$ cat src/sys_bus_pkg.sv
/*
 * Shared widths and channel types for the processor bus subsystem
 * AXI single-beat channel structs, system bus request and response
 */
package sys_bus_pkg;

  //////////////////////////////
  // Plain widths
  //////////////////////////////

  // Byte address on AXI and system bus
  typedef logic [31:0] sys_addr_t;
  // Bus data word
  typedef logic [31:0] sys_data_t;
  // One strobe per data byte
  typedef logic [3:0]  sys_sel_t;
  // Slot number from address bits 22..20
  typedef logic [2:0]  sys_slot_t;
  typedef logic [11:0] axi_id_t;
  typedef logic [1:0]  axi_resp_t;
  typedef logic [7:0]  led_t;
  typedef logic [23:0] gpio_t;

  // Slot field position in the address
  localparam int SLOT_MSB = 22;
  localparam int SLOT_LSB = 20;

  // AXI response codes in use
  localparam axi_resp_t RESP_OKAY   = 2'd0;
  localparam axi_resp_t RESP_SLVERR = 2'd2;

  //////////////////////////////
  // AXI channels
  //////////////////////////////

  typedef struct packed {
    sys_addr_t addr;
    axi_id_t   id;
  } axi_aw_t;

  typedef struct packed {
    sys_addr_t addr;
    axi_id_t   id;
  } axi_ar_t;

  typedef struct packed {
    sys_data_t data;
    sys_sel_t  strb;
  } axi_w_t;

  typedef struct packed {
    axi_id_t   id;
    axi_resp_t resp;
  } axi_b_t;

  // Single beat only, last always high
  typedef struct packed {
    axi_id_t   id;
    sys_data_t data;
    axi_resp_t resp;
    logic      last;
  } axi_r_t;

  //////////////////////////////
  // System bus
  //////////////////////////////

  // Strobes are one cycle, payload held for the access
  typedef struct packed {
    sys_addr_t addr;
    sys_data_t wdata;
    sys_sel_t  sel;
    logic      wen;
    logic      ren;
  } sys_req_t;

  // err and rdata qualified by ack
  typedef struct packed {
    sys_data_t rdata;
    logic      ack;
    logic      err;
  } sys_rsp_t;

endpackage

$ cat src/axi_slave_fsm.sv
`timescale 1ns/1ps
/*
 * Single-beat AXI slave state machine
 * Turns AW/W or AR handshakes into system bus strobes
 * and holds the B or R response until the master takes it
 */
module axi_slave_fsm (
  input  logic                  clk_i,
  input  logic                  arst_n_i,
  // Write address and data
  input  sys_bus_pkg::axi_aw_t  aw_i,
  input  logic                  aw_valid_i,
  output logic                  aw_ready_o,
  input  sys_bus_pkg::axi_w_t   w_i,
  input  logic                  w_valid_i,
  output logic                  w_ready_o,
  // Write response
  output sys_bus_pkg::axi_b_t   b_o,
  output logic                  b_valid_o,
  input  logic                  b_ready_i,
  // Read address and data
  input  sys_bus_pkg::axi_ar_t  ar_i,
  input  logic                  ar_valid_i,
  output logic                  ar_ready_o,
  output sys_bus_pkg::axi_r_t   r_o,
  output logic                  r_valid_o,
  input  logic                  r_ready_i,
  // System bus
  output sys_bus_pkg::sys_req_t req_o,
  input  sys_bus_pkg::sys_rsp_t rsp_i,
  // Timeout counter control
  output logic                  tmo_start_o,
  output logic                  tmo_run_o,
  input  logic                  expire_i
);

  import sys_bus_pkg::*;

  typedef enum logic [2:0] {
    ST_IDLE,
    ST_WR_STB,
    ST_WR_WAIT,
    ST_WR_RSP,
    ST_RD_STB,
    ST_RD_WAIT,
    ST_RD_RSP
  } state_t;

  state_t    state_q;
  state_t    state_d;
  logic      wr_hs;
  logic      rd_hs;
  logic      in_stb;
  logic      in_wait;
  logic      cap_rsp;
  axi_id_t   id_q;
  sys_addr_t addr_q;
  sys_data_t wdata_q;
  sys_sel_t  sel_q;
  sys_data_t rdata_q;
  axi_resp_t resp_q;

  //////////////////////////////
  // Handshakes
  //////////////////////////////

  // Write needs AW and W together, and wins over a read
  assign wr_hs = (state_q == ST_IDLE) && aw_valid_i && w_valid_i;
  assign rd_hs = (state_q == ST_IDLE) && ar_valid_i && !(aw_valid_i && w_valid_i);

  assign aw_ready_o = wr_hs;
  assign w_ready_o  = wr_hs;
  assign ar_ready_o = rd_hs;

  assign in_stb  = (state_q == ST_WR_STB) || (state_q == ST_RD_STB);
  assign in_wait = (state_q == ST_WR_WAIT) || (state_q == ST_RD_WAIT);

  // Access ends on ack, or on timeout while waiting
  assign cap_rsp = (in_stb && rsp_i.ack) || (in_wait && (rsp_i.ack || expire_i));

  //////////////////////////////
  // State machine
  //////////////////////////////

  always_comb begin
    state_d = state_q;
    case (state_q)
      ST_IDLE: begin
        if (wr_hs) begin
          state_d = ST_WR_STB;
        end else if (rd_hs) begin
          state_d = ST_RD_STB;
        end
      end
      ST_WR_STB:  state_d = cap_rsp ? ST_WR_RSP : ST_WR_WAIT;
      ST_WR_WAIT: state_d = cap_rsp ? ST_WR_RSP : ST_WR_WAIT;
      ST_WR_RSP:  state_d = b_ready_i ? ST_IDLE : ST_WR_RSP;
      ST_RD_STB:  state_d = cap_rsp ? ST_RD_RSP : ST_RD_WAIT;
      ST_RD_WAIT: state_d = cap_rsp ? ST_RD_RSP : ST_RD_WAIT;
      ST_RD_RSP:  state_d = r_ready_i ? ST_IDLE : ST_RD_RSP;
      default:    state_d = ST_IDLE;
    endcase
  end

  always_ff @(posedge clk_i or negedge arst_n_i) begin
    if (!arst_n_i) begin
      state_q <= ST_IDLE;
    end else begin
      state_q <= state_d;
    end
  end

  // Request payload, taken at the address handshake
  always_ff @(posedge clk_i) begin
    if (wr_hs) begin
      addr_q  <= aw_i.addr;
      id_q    <= aw_i.id;
      wdata_q <= w_i.data;
      sel_q   <= w_i.strb;
    end else if (rd_hs) begin
      addr_q <= ar_i.addr;
      id_q   <= ar_i.id;
      // Reads always cover the full word
      sel_q  <= '1;
    end
  end

  // Response payload; a real ack beats a late timeout
  always_ff @(posedge clk_i) begin
    if (cap_rsp) begin
      if (rsp_i.ack) begin
        rdata_q <= rsp_i.rdata;
        resp_q  <= rsp_i.err ? RESP_SLVERR : RESP_OKAY;
      end else begin
        rdata_q <= '0;
        resp_q  <= RESP_SLVERR;
      end
    end
  end

  //////////////////////////////
  // Outputs
  //////////////////////////////

  assign req_o = '{addr: addr_q, wdata: wdata_q, sel: sel_q,
                   wen: (state_q == ST_WR_STB), ren: (state_q == ST_RD_STB)};

  // Timer restarts with the strobe, counts while waiting
  assign tmo_start_o = in_stb;
  assign tmo_run_o   = in_wait;

  assign b_o       = '{id: id_q, resp: resp_q};
  assign b_valid_o = (state_q == ST_WR_RSP);
  assign r_o       = '{id: id_q, data: rdata_q, resp: resp_q, last: 1'b1};
  assign r_valid_o = (state_q == ST_RD_RSP);

endmodule

$ cat src/bus_timeout_cnt.sv
`timescale 1ns/1ps
/*
 * Bus access timeout counter
 * Pulses expire once after TIMEOUT_CYCLES waiting cycles
 */
module bus_timeout_cnt #(
  parameter int unsigned TIMEOUT_CYCLES = 16
) (
  input  logic clk_i,
  input  logic arst_n_i,
  input  logic start_i,
  input  logic run_i,
  output logic expire_o
);

  localparam int CNT_W = $clog2(TIMEOUT_CYCLES + 1);

  logic [CNT_W-1:0] cnt_q;
  // Set once expired, held until next start
  logic             done_q;

  always_ff @(posedge clk_i or negedge arst_n_i) begin
    if (!arst_n_i) begin
      cnt_q    <= '0;
      done_q   <= 1'b0;
      expire_o <= 1'b0;
    end else begin
      expire_o <= 1'b0;
      if (start_i) begin
        cnt_q  <= '0;
        done_q <= 1'b0;
      end else if (run_i && !done_q) begin
        // Last waiting cycle reached
        if (cnt_q == CNT_W'(TIMEOUT_CYCLES - 1)) begin
          done_q   <= 1'b1;
          expire_o <= 1'b1;
        end
        cnt_q <= cnt_q + 1'b1;
      end
    end
  end

endmodule

$ cat src/hk_regs.sv
`timescale 1ns/1ps
/*
 * Housekeeping register slave
 * ID, scratch, LED and GPIO input registers, ack one clock after strobe
 */
module hk_regs #(
  parameter sys_bus_pkg::sys_data_t ID_VALUE = '0
) (
  input  logic                  clk_i,
  input  logic                  arst_n_i,
  input  sys_bus_pkg::sys_req_t req_i,
  input  sys_bus_pkg::gpio_t    gpio_i,
  output sys_bus_pkg::sys_rsp_t rsp_o,
  output sys_bus_pkg::led_t     led_o
);

  import sys_bus_pkg::*;

  // Register offsets within the slot
  localparam logic [SLOT_LSB-1:0] OFS_ID      = 'h0;
  localparam logic [SLOT_LSB-1:0] OFS_SCRATCH = 'h4;
  localparam logic [SLOT_LSB-1:0] OFS_LED     = 'h8;
  localparam logic [SLOT_LSB-1:0] OFS_GPIO    = 'hC;

  logic [SLOT_LSB-1:0] ofs;
  logic                hit;
  sys_data_t           rd_mux;
  sys_data_t           scratch_q;
  sys_data_t           rdata_q;
  logic                ack_q;
  logic                err_q;

  assign ofs = req_i.addr[SLOT_LSB-1:0];

  //////////////////////////////
  // Read decode
  //////////////////////////////

  always_comb begin
    hit    = 1'b1;
    rd_mux = '0;
    case (ofs)
      OFS_ID:      rd_mux = ID_VALUE;
      OFS_SCRATCH: rd_mux = scratch_q;
      OFS_LED:     rd_mux = sys_data_t'(led_o);
      // GPIO sampled at the read strobe
      OFS_GPIO:    rd_mux = sys_data_t'(gpio_i);
      default:     hit    = 1'b0;
    endcase
  end

  //////////////////////////////
  // Writable registers
  //////////////////////////////

  // Read-only offsets drop the write silently
  always_ff @(posedge clk_i or negedge arst_n_i) begin
    if (!arst_n_i) begin
      scratch_q <= '0;
      led_o     <= '0;
    end else if (req_i.wen) begin
      if (ofs == OFS_SCRATCH) begin
        for (int i = 0; i < $bits(sys_sel_t); i++) begin
          if (req_i.sel[i]) begin
            scratch_q[8*i +: 8] <= req_i.wdata[8*i +: 8];
          end
        end
      end
      if (ofs == OFS_LED) begin
        led_o <= led_t'(req_i.wdata);
      end
    end
  end

  //////////////////////////////
  // Response
  //////////////////////////////

  always_ff @(posedge clk_i or negedge arst_n_i) begin
    if (!arst_n_i) begin
      ack_q <= 1'b0;
      err_q <= 1'b0;
    end else begin
      ack_q <= req_i.wen || req_i.ren;
      // Unmapped offset
      err_q <= (req_i.wen || req_i.ren) && !hit;
    end
  end

  // Miss reads return zero, writes return zero
  always_ff @(posedge clk_i) begin
    if (req_i.ren) begin
      rdata_q <= rd_mux;
    end else if (req_i.wen) begin
      rdata_q <= '0;
    end
  end

  assign rsp_o = '{rdata: rdata_q, ack: ack_q, err: err_q};

endmodule

$ cat src/ps_bus_top.sv
`timescale 1ns/1ps
/*
 * Programmable-logic side of the processor wrapper
 * AXI slave, bus timeout, slot decoder and two housekeeping slaves
 */
module ps_bus_top #(
  parameter int unsigned            TIMEOUT_CYCLES = 16,
  parameter sys_bus_pkg::sys_data_t ID0_VALUE      = 32'h5250_0001,
  parameter sys_bus_pkg::sys_data_t ID1_VALUE      = 32'h5250_0002
) (
  input  logic                 clk_i,
  input  logic                 arst_n_i,
  // AXI general-purpose port
  input  sys_bus_pkg::axi_aw_t aw_i,
  input  logic                 aw_valid_i,
  output logic                 aw_ready_o,
  input  sys_bus_pkg::axi_w_t  w_i,
  input  logic                 w_valid_i,
  output logic                 w_ready_o,
  output sys_bus_pkg::axi_b_t  b_o,
  output logic                 b_valid_o,
  input  logic                 b_ready_i,
  input  sys_bus_pkg::axi_ar_t ar_i,
  input  logic                 ar_valid_i,
  output logic                 ar_ready_o,
  output sys_bus_pkg::axi_r_t  r_o,
  output logic                 r_valid_o,
  input  logic                 r_ready_i,
  // Housekeeping pins
  input  sys_bus_pkg::gpio_t   gpio_i,
  output sys_bus_pkg::led_t    led0_o,
  output sys_bus_pkg::led_t    led1_o
);

  import sys_bus_pkg::*;

  sys_req_t req;
  sys_rsp_t rsp;
  sys_req_t req0;
  sys_rsp_t rsp0;
  sys_req_t req1;
  sys_rsp_t rsp1;
  logic     tmo_start;
  logic     tmo_run;
  logic     tmo_expire;

  //////////////////////////////
  // AXI slave and timeout
  //////////////////////////////

  axi_slave_fsm u_axi_slave (
    .clk_i      (clk_i),      .arst_n_i   (arst_n_i),
    .aw_i       (aw_i),       .aw_valid_i (aw_valid_i), .aw_ready_o (aw_ready_o),
    .w_i        (w_i),        .w_valid_i  (w_valid_i),  .w_ready_o  (w_ready_o),
    .b_o        (b_o),        .b_valid_o  (b_valid_o),  .b_ready_i  (b_ready_i),
    .ar_i       (ar_i),       .ar_valid_i (ar_valid_i), .ar_ready_o (ar_ready_o),
    .r_o        (r_o),        .r_valid_o  (r_valid_o),  .r_ready_i  (r_ready_i),
    .req_o      (req),        .rsp_i      (rsp),
    .tmo_start_o(tmo_start),  .tmo_run_o  (tmo_run),    .expire_i   (tmo_expire)
  );

  bus_timeout_cnt #(.TIMEOUT_CYCLES(TIMEOUT_CYCLES)) u_timeout (
    .clk_i(clk_i), .arst_n_i(arst_n_i),
    .start_i(tmo_start), .run_i(tmo_run), .expire_o(tmo_expire)
  );

  //////////////////////////////
  // Decoder and slaves
  //////////////////////////////

  sys_bus_decoder u_decoder (
    .clk_i(clk_i), .arst_n_i(arst_n_i), .req_i(req), .rsp_o(rsp),
    .req0_o(req0), .rsp0_i(rsp0), .req1_o(req1), .rsp1_i(rsp1)
  );

  // Slot 0
  hk_regs #(.ID_VALUE(ID0_VALUE)) hk0 (
    .clk_i(clk_i), .arst_n_i(arst_n_i), .req_i(req0),
    .gpio_i(gpio_i), .rsp_o(rsp0), .led_o(led0_o)
  );

  // Slot 1, same GPIO pins
  hk_regs #(.ID_VALUE(ID1_VALUE)) hk1 (
    .clk_i(clk_i), .arst_n_i(arst_n_i), .req_i(req1),
    .gpio_i(gpio_i), .rsp_o(rsp1), .led_o(led1_o)
  );

endmodule

$ cat src/sys_bus_decoder.sv
`timescale 1ns/1ps
/*
 * System bus slot decoder
 * Routes strobes by address bits 22..20 to slot 0 or slot 1
 * and returns the response of the slot being accessed
 */
module sys_bus_decoder (
  input  logic                  clk_i,
  input  logic                  arst_n_i,
  // From the AXI slave
  input  sys_bus_pkg::sys_req_t req_i,
  output sys_bus_pkg::sys_rsp_t rsp_o,
  // Slot 0
  output sys_bus_pkg::sys_req_t req0_o,
  input  sys_bus_pkg::sys_rsp_t rsp0_i,
  // Slot 1
  output sys_bus_pkg::sys_req_t req1_o,
  input  sys_bus_pkg::sys_rsp_t rsp1_i
);

  import sys_bus_pkg::*;

  localparam sys_slot_t SLOT_HK0 = 3'd0;
  localparam sys_slot_t SLOT_HK1 = 3'd1;

  sys_slot_t slot;
  sys_slot_t slot_q;
  sys_req_t  fwd;
  logic      sel0;
  logic      sel1;

  //////////////////////////////
  // Request path
  //////////////////////////////

  assign slot = req_i.addr[SLOT_MSB:SLOT_LSB];
  assign sel0 = (slot == SLOT_HK0);
  assign sel1 = (slot == SLOT_HK1);

  // Slaves see only their offset
  always_comb begin
    fwd = req_i;
    fwd.addr[SLOT_MSB:SLOT_LSB] = '0;
  end

  // Address and data go everywhere, strobes only to the hit slot
  always_comb begin
    req0_o     = fwd;
    req0_o.wen = fwd.wen && sel0;
    req0_o.ren = fwd.ren && sel0;
    req1_o     = fwd;
    req1_o.wen = fwd.wen && sel1;
    req1_o.ren = fwd.ren && sel1;
  end

  //////////////////////////////
  // Response path
  //////////////////////////////

  // Slot of the access in flight
  always_ff @(posedge clk_i or negedge arst_n_i) begin
    if (!arst_n_i) begin
      slot_q <= SLOT_HK0;
    end else if (req_i.wen || req_i.ren) begin
      slot_q <= slot;
    end
  end

  // Empty slots stay silent, the timeout closes them
  always_comb begin
    case (slot_q)
      SLOT_HK0: rsp_o = rsp0_i;
      SLOT_HK1: rsp_o = rsp1_i;
      default:  rsp_o = '0;
    endcase
  end

endmodule

$ cat config.mk
export PLATFORM = sky130hd
export DESIGN_NAME = ps_bus_top
export DESIGN_NICKNAME = d
export VERILOG_FILES = /design/src/sys_bus_pkg.sv /design/src/axi_slave_fsm.sv /design/src/bus_timeout_cnt.sv /design/src/hk_regs.sv /design/src/ps_bus_top.sv /design/src/sys_bus_decoder.sv
export SDC_FILE = /design/constraint.sdc
export NUM_CORES = 1
export LEC_CHECK = 0
export BUFFER_PORTS_ARGS = -buffer_cell sky130_fd_sc_hd__buf_2
export CAP_MARGIN = 20
export CORE_MARGIN = 2
export CORE_UTILIZATION = 55
export CTS_CLUSTER_SIZE = 20
export DETAILED_ROUTE_END_ITERATION = 6
export GPL_TIMING_DRIVEN = 1
export PLACE_DENSITY = 0.76
export SYNTH_ARGS = -nofsm -noshare
export SYNTH_HDL_FRONTEND = slang
export SYNTH_SLANG_ARGS = --single-unit
$ cat constraint.sdc
create_clock -name clk_i -period 11.4 [get_ports clk_i]
set_input_delay 2.28 -clock clk_i [delete_from_list [all_inputs] [get_ports clk_i]]
set_output_delay 2.28 -clock clk_i [all_outputs]
set_load 0.01 [all_outputs]
==> metrics.txt <==
Post-synth EDFFs=168; largest net degree at the start of global routing=71; main flop type after synthesis=edfxtp_1; PD cells=193.7 nW/um^2; WHS=498.2 ps; warnings from Yosys=0; antenna viol nets, final=0; Initial Utilization=56.20%; Chip Width=147.8 um; outcome=finished clean; Max Clock Freq=0.1629 GHz; register bit total from synthesis=265; drt first pass iters=5; Crit Path Class=primary input to primary output; worst-case clock buffer depth=3; fin crit share=53.86%; CP Capture Type=primary output; root buffer cell=clkbuf_16; post-synthesis instance total=830; Tot Pwr=2637 uW; WL per Instance=19.00 um; Vias=7,275; Cell Area, Synth=11,370 um^2; first-pass GRT wire length=39.50 mm; Synth async-reset ratio=36.60%; Worst-Skew Late Latency=540 ps; slew margin rel.=28.54%; die area=21,840 um^2; clock-pin slew on the worst setup and hold paths=60 ps; total of max-cap violations=0; Post-Syn Area per Cell=13.70 um^2; WL final=25.00 mm; port bufs=215; R2R Setup Slk=8140 ps; Hold Vio Cnt, Final=0; DR vias/cell=5.528; CP Launch Type=primary input; Layout Nets=1,180; Final GP Congestion=0.8574; Cell variety after synth=48; final setup violation count=0; I/O pins=237; Clock Sinks=265; RSZ-0062 raised after global routing=no; Iter 0 DRT Violations=481; H-Tree Depth=1; Worst Path Max Fanout=52; WP data required=9120 ps; initial antenna violation count=1; Overflow after GRT=0; TritonCTS clock tree=built; Overall Global Routing Usage=23.22%; post-synthesis sequential area ratio=65.71%; Peak VDD IR=112.4 uV; clk_skew=21.25 ps; post-cts resize count=0; TritonCTS buffer count=28; Core ar.=20,230 um^2; Post-CTS Setup Inserts=0; Leak=0.005467 uW; share of post-route cells with drive strength above 1=39.71%; FP Rows=52; Least-Margin Pin Slew=1069 ps; Hold-fix buffers, CTS=0; Final Max Tran Viols=0; synthesis-to-finish area growth=19.75%; Hold Crit Class=flop to flop; Fill cells=1,445; Final min period=6140 ps; WP data arrival=3860 ps; Die H=147.8 um; setup total negative slack=0 ps; placed wire-length estimate=16.44 mm; vias in the first global route=7,513; DRC=0
## stage by stage
stage | cell area, um^2 | cells | worst slack, ps | util, %
after detailed placement | 12630 | 1262 | 5232 | 62.43
after global placement | 12600 | 1261 | 5264 | 62.29
after floorplan | 11370 | 831 | 4819 | -
final | 13620 | 1316 | 5260 | 67.30
after global routing | 13610 | 1315 | 5147 | 67.28
after CTS | 13590 | 1314 | 5255 | 67.18
## layout make-up
class / count / area [um^2] / share of cell area, %
clock buffers: 39 / 833.3 / 6.120
diodes: 1 / 2.502 / 0.01838
flip-flops and latches: 265 / 7472 / 54.87
inverters: 29 / 108.9 / 0.7994
clock inverters: 13 / 128.9 / 0.9464
multi-input cells: 472 / 3532 / 25.94
well taps: 270 / 337.8 / 2.481
repair buffers: 227 / 1201 / 8.821
## cell usage in the layout, fill, tap and decap left out, drive strengths merged, types with 12 or more instances in the layout
master / n
nand2: 32
a21oi: 47
edfxtp: 168
nand4: 15
mux2: 121
nand2b: 37
and3: 12
nor2: 62
o21ai: 23
a22oi: 48
clkbuf: 39
buf: 227
nor3: 13
inv: 29
dfrtp: 97
## registers in the layout (all words and copies together), names as in the netlist
name and flops:
hk0.ack_q 1, hk0.err_q 1, hk0.led_o 8, hk0.rdata_q 32, hk0.scratch_q 32, hk1.ack_q 1
hk1.err_q 1, hk1.led_o 8, hk1.rdata_q 32, hk1.scratch_q 32, u_axi_slave.addr_q 23, u_axi_slave.id_q 12
u_axi_slave.rdata_q 32, u_axi_slave.resp_q 1, u_axi_slave.sel_q 4, u_axi_slave.state_q 3, u_axi_slave.wdata_q 32, u_decoder.slot_q 3
u_timeout.cnt_q 5, u_timeout.done_q 1, u_timeout.expire_o 1
## worst max-delay path, stage by stage
cell,delay [ps]
buf_2,90
nand2_1,90
nor4_2,140
buf_4,350
buf_4,600
buf_2,250
## power by group
part	internal (uW)	switching, uW	leakage (uW)
combinational	186	300	0.00213
clock	555	358	0.000477
sequential	1160	81.7	0.00286
## Yosys cell counts (3+ instances only)
cell	n	area (um^2)
a22oi_1	48	360.4
a31oi_1	4	25.02
nand2_1	32	120.1
nor3_2	4	40.04
mux2_2	121	1363
nor2_1	62	232.7
and3_1	12	75.07
and4_1	3	26.28
a21oi_1	47	235.2
nand4_4	5	106.4
inv_1	29	108.9
nand4_1	10	62.56
nor4_1	7	43.79
o211ai_1	3	22.52
buf_2	3	15.01
dfrtp_1	97	2427
nor2b_1	6	37.54
buf_1	4	15.01
mux2i_1	4	40.04
nor3_1	9	45.04
nand2b_1	37	231.5
o221ai_1	3	26.28
edfxtp_1	168	5045
clkbuf_1	40	150.1
o21ai_0	23	115.1
buf_4	17	127.6
## logic make-up (layout without fill, tap and decap cells)
group / count (synthesis) / in the layout / share of synthesized area [%]
buffers and inverters: 94 / 308 / 3.763
flip-flops: 265 / 265 / 65.71
AND/OR/NAND/NOR: 201 / 201 / 9.958
AO/OA/AOI/OAI: 141 / 141 / 7.945
multiplexers: 125 / 125 / 12.33
other: 2 / 4 / 0.06605
adder cells (fa/ha/maj): 2 / 2 / 0.2200
## metal layers
metal / share of wire (%) / vias to the layer above / global-route usage, %
met5: 0 / - / 0
met4: 2.4 / 0 / 7.308
met3: 6.4 / 36 / 3.951
met2: 51 / 271 / 41.84
met1: 40 / 3517 / 28.67
li1: - / 3451 / -
## path summary, 6_finish.rpt
| kind | from | end | depth (start not counted) |
|---|---|---|---|
| max in group asynchronous | arst_n_i | hk0.err_q | 2 |
| max reg2reg | u_axi_slave.state_q[1] | hk1.rdata_q[15] | 4 |
| min in group asynchronous | arst_n_i | u_axi_slave.state_q[2] | 1 |
| min | hk1.scratch_q[31] | hk1.scratch_q[31] | 1 |
| max | w_valid_i | w_ready_o | 6 |
| min reg2reg | hk1.scratch_q[31] | hk1.scratch_q[31] | 1 |
Power figures use the tool's default switching activity.
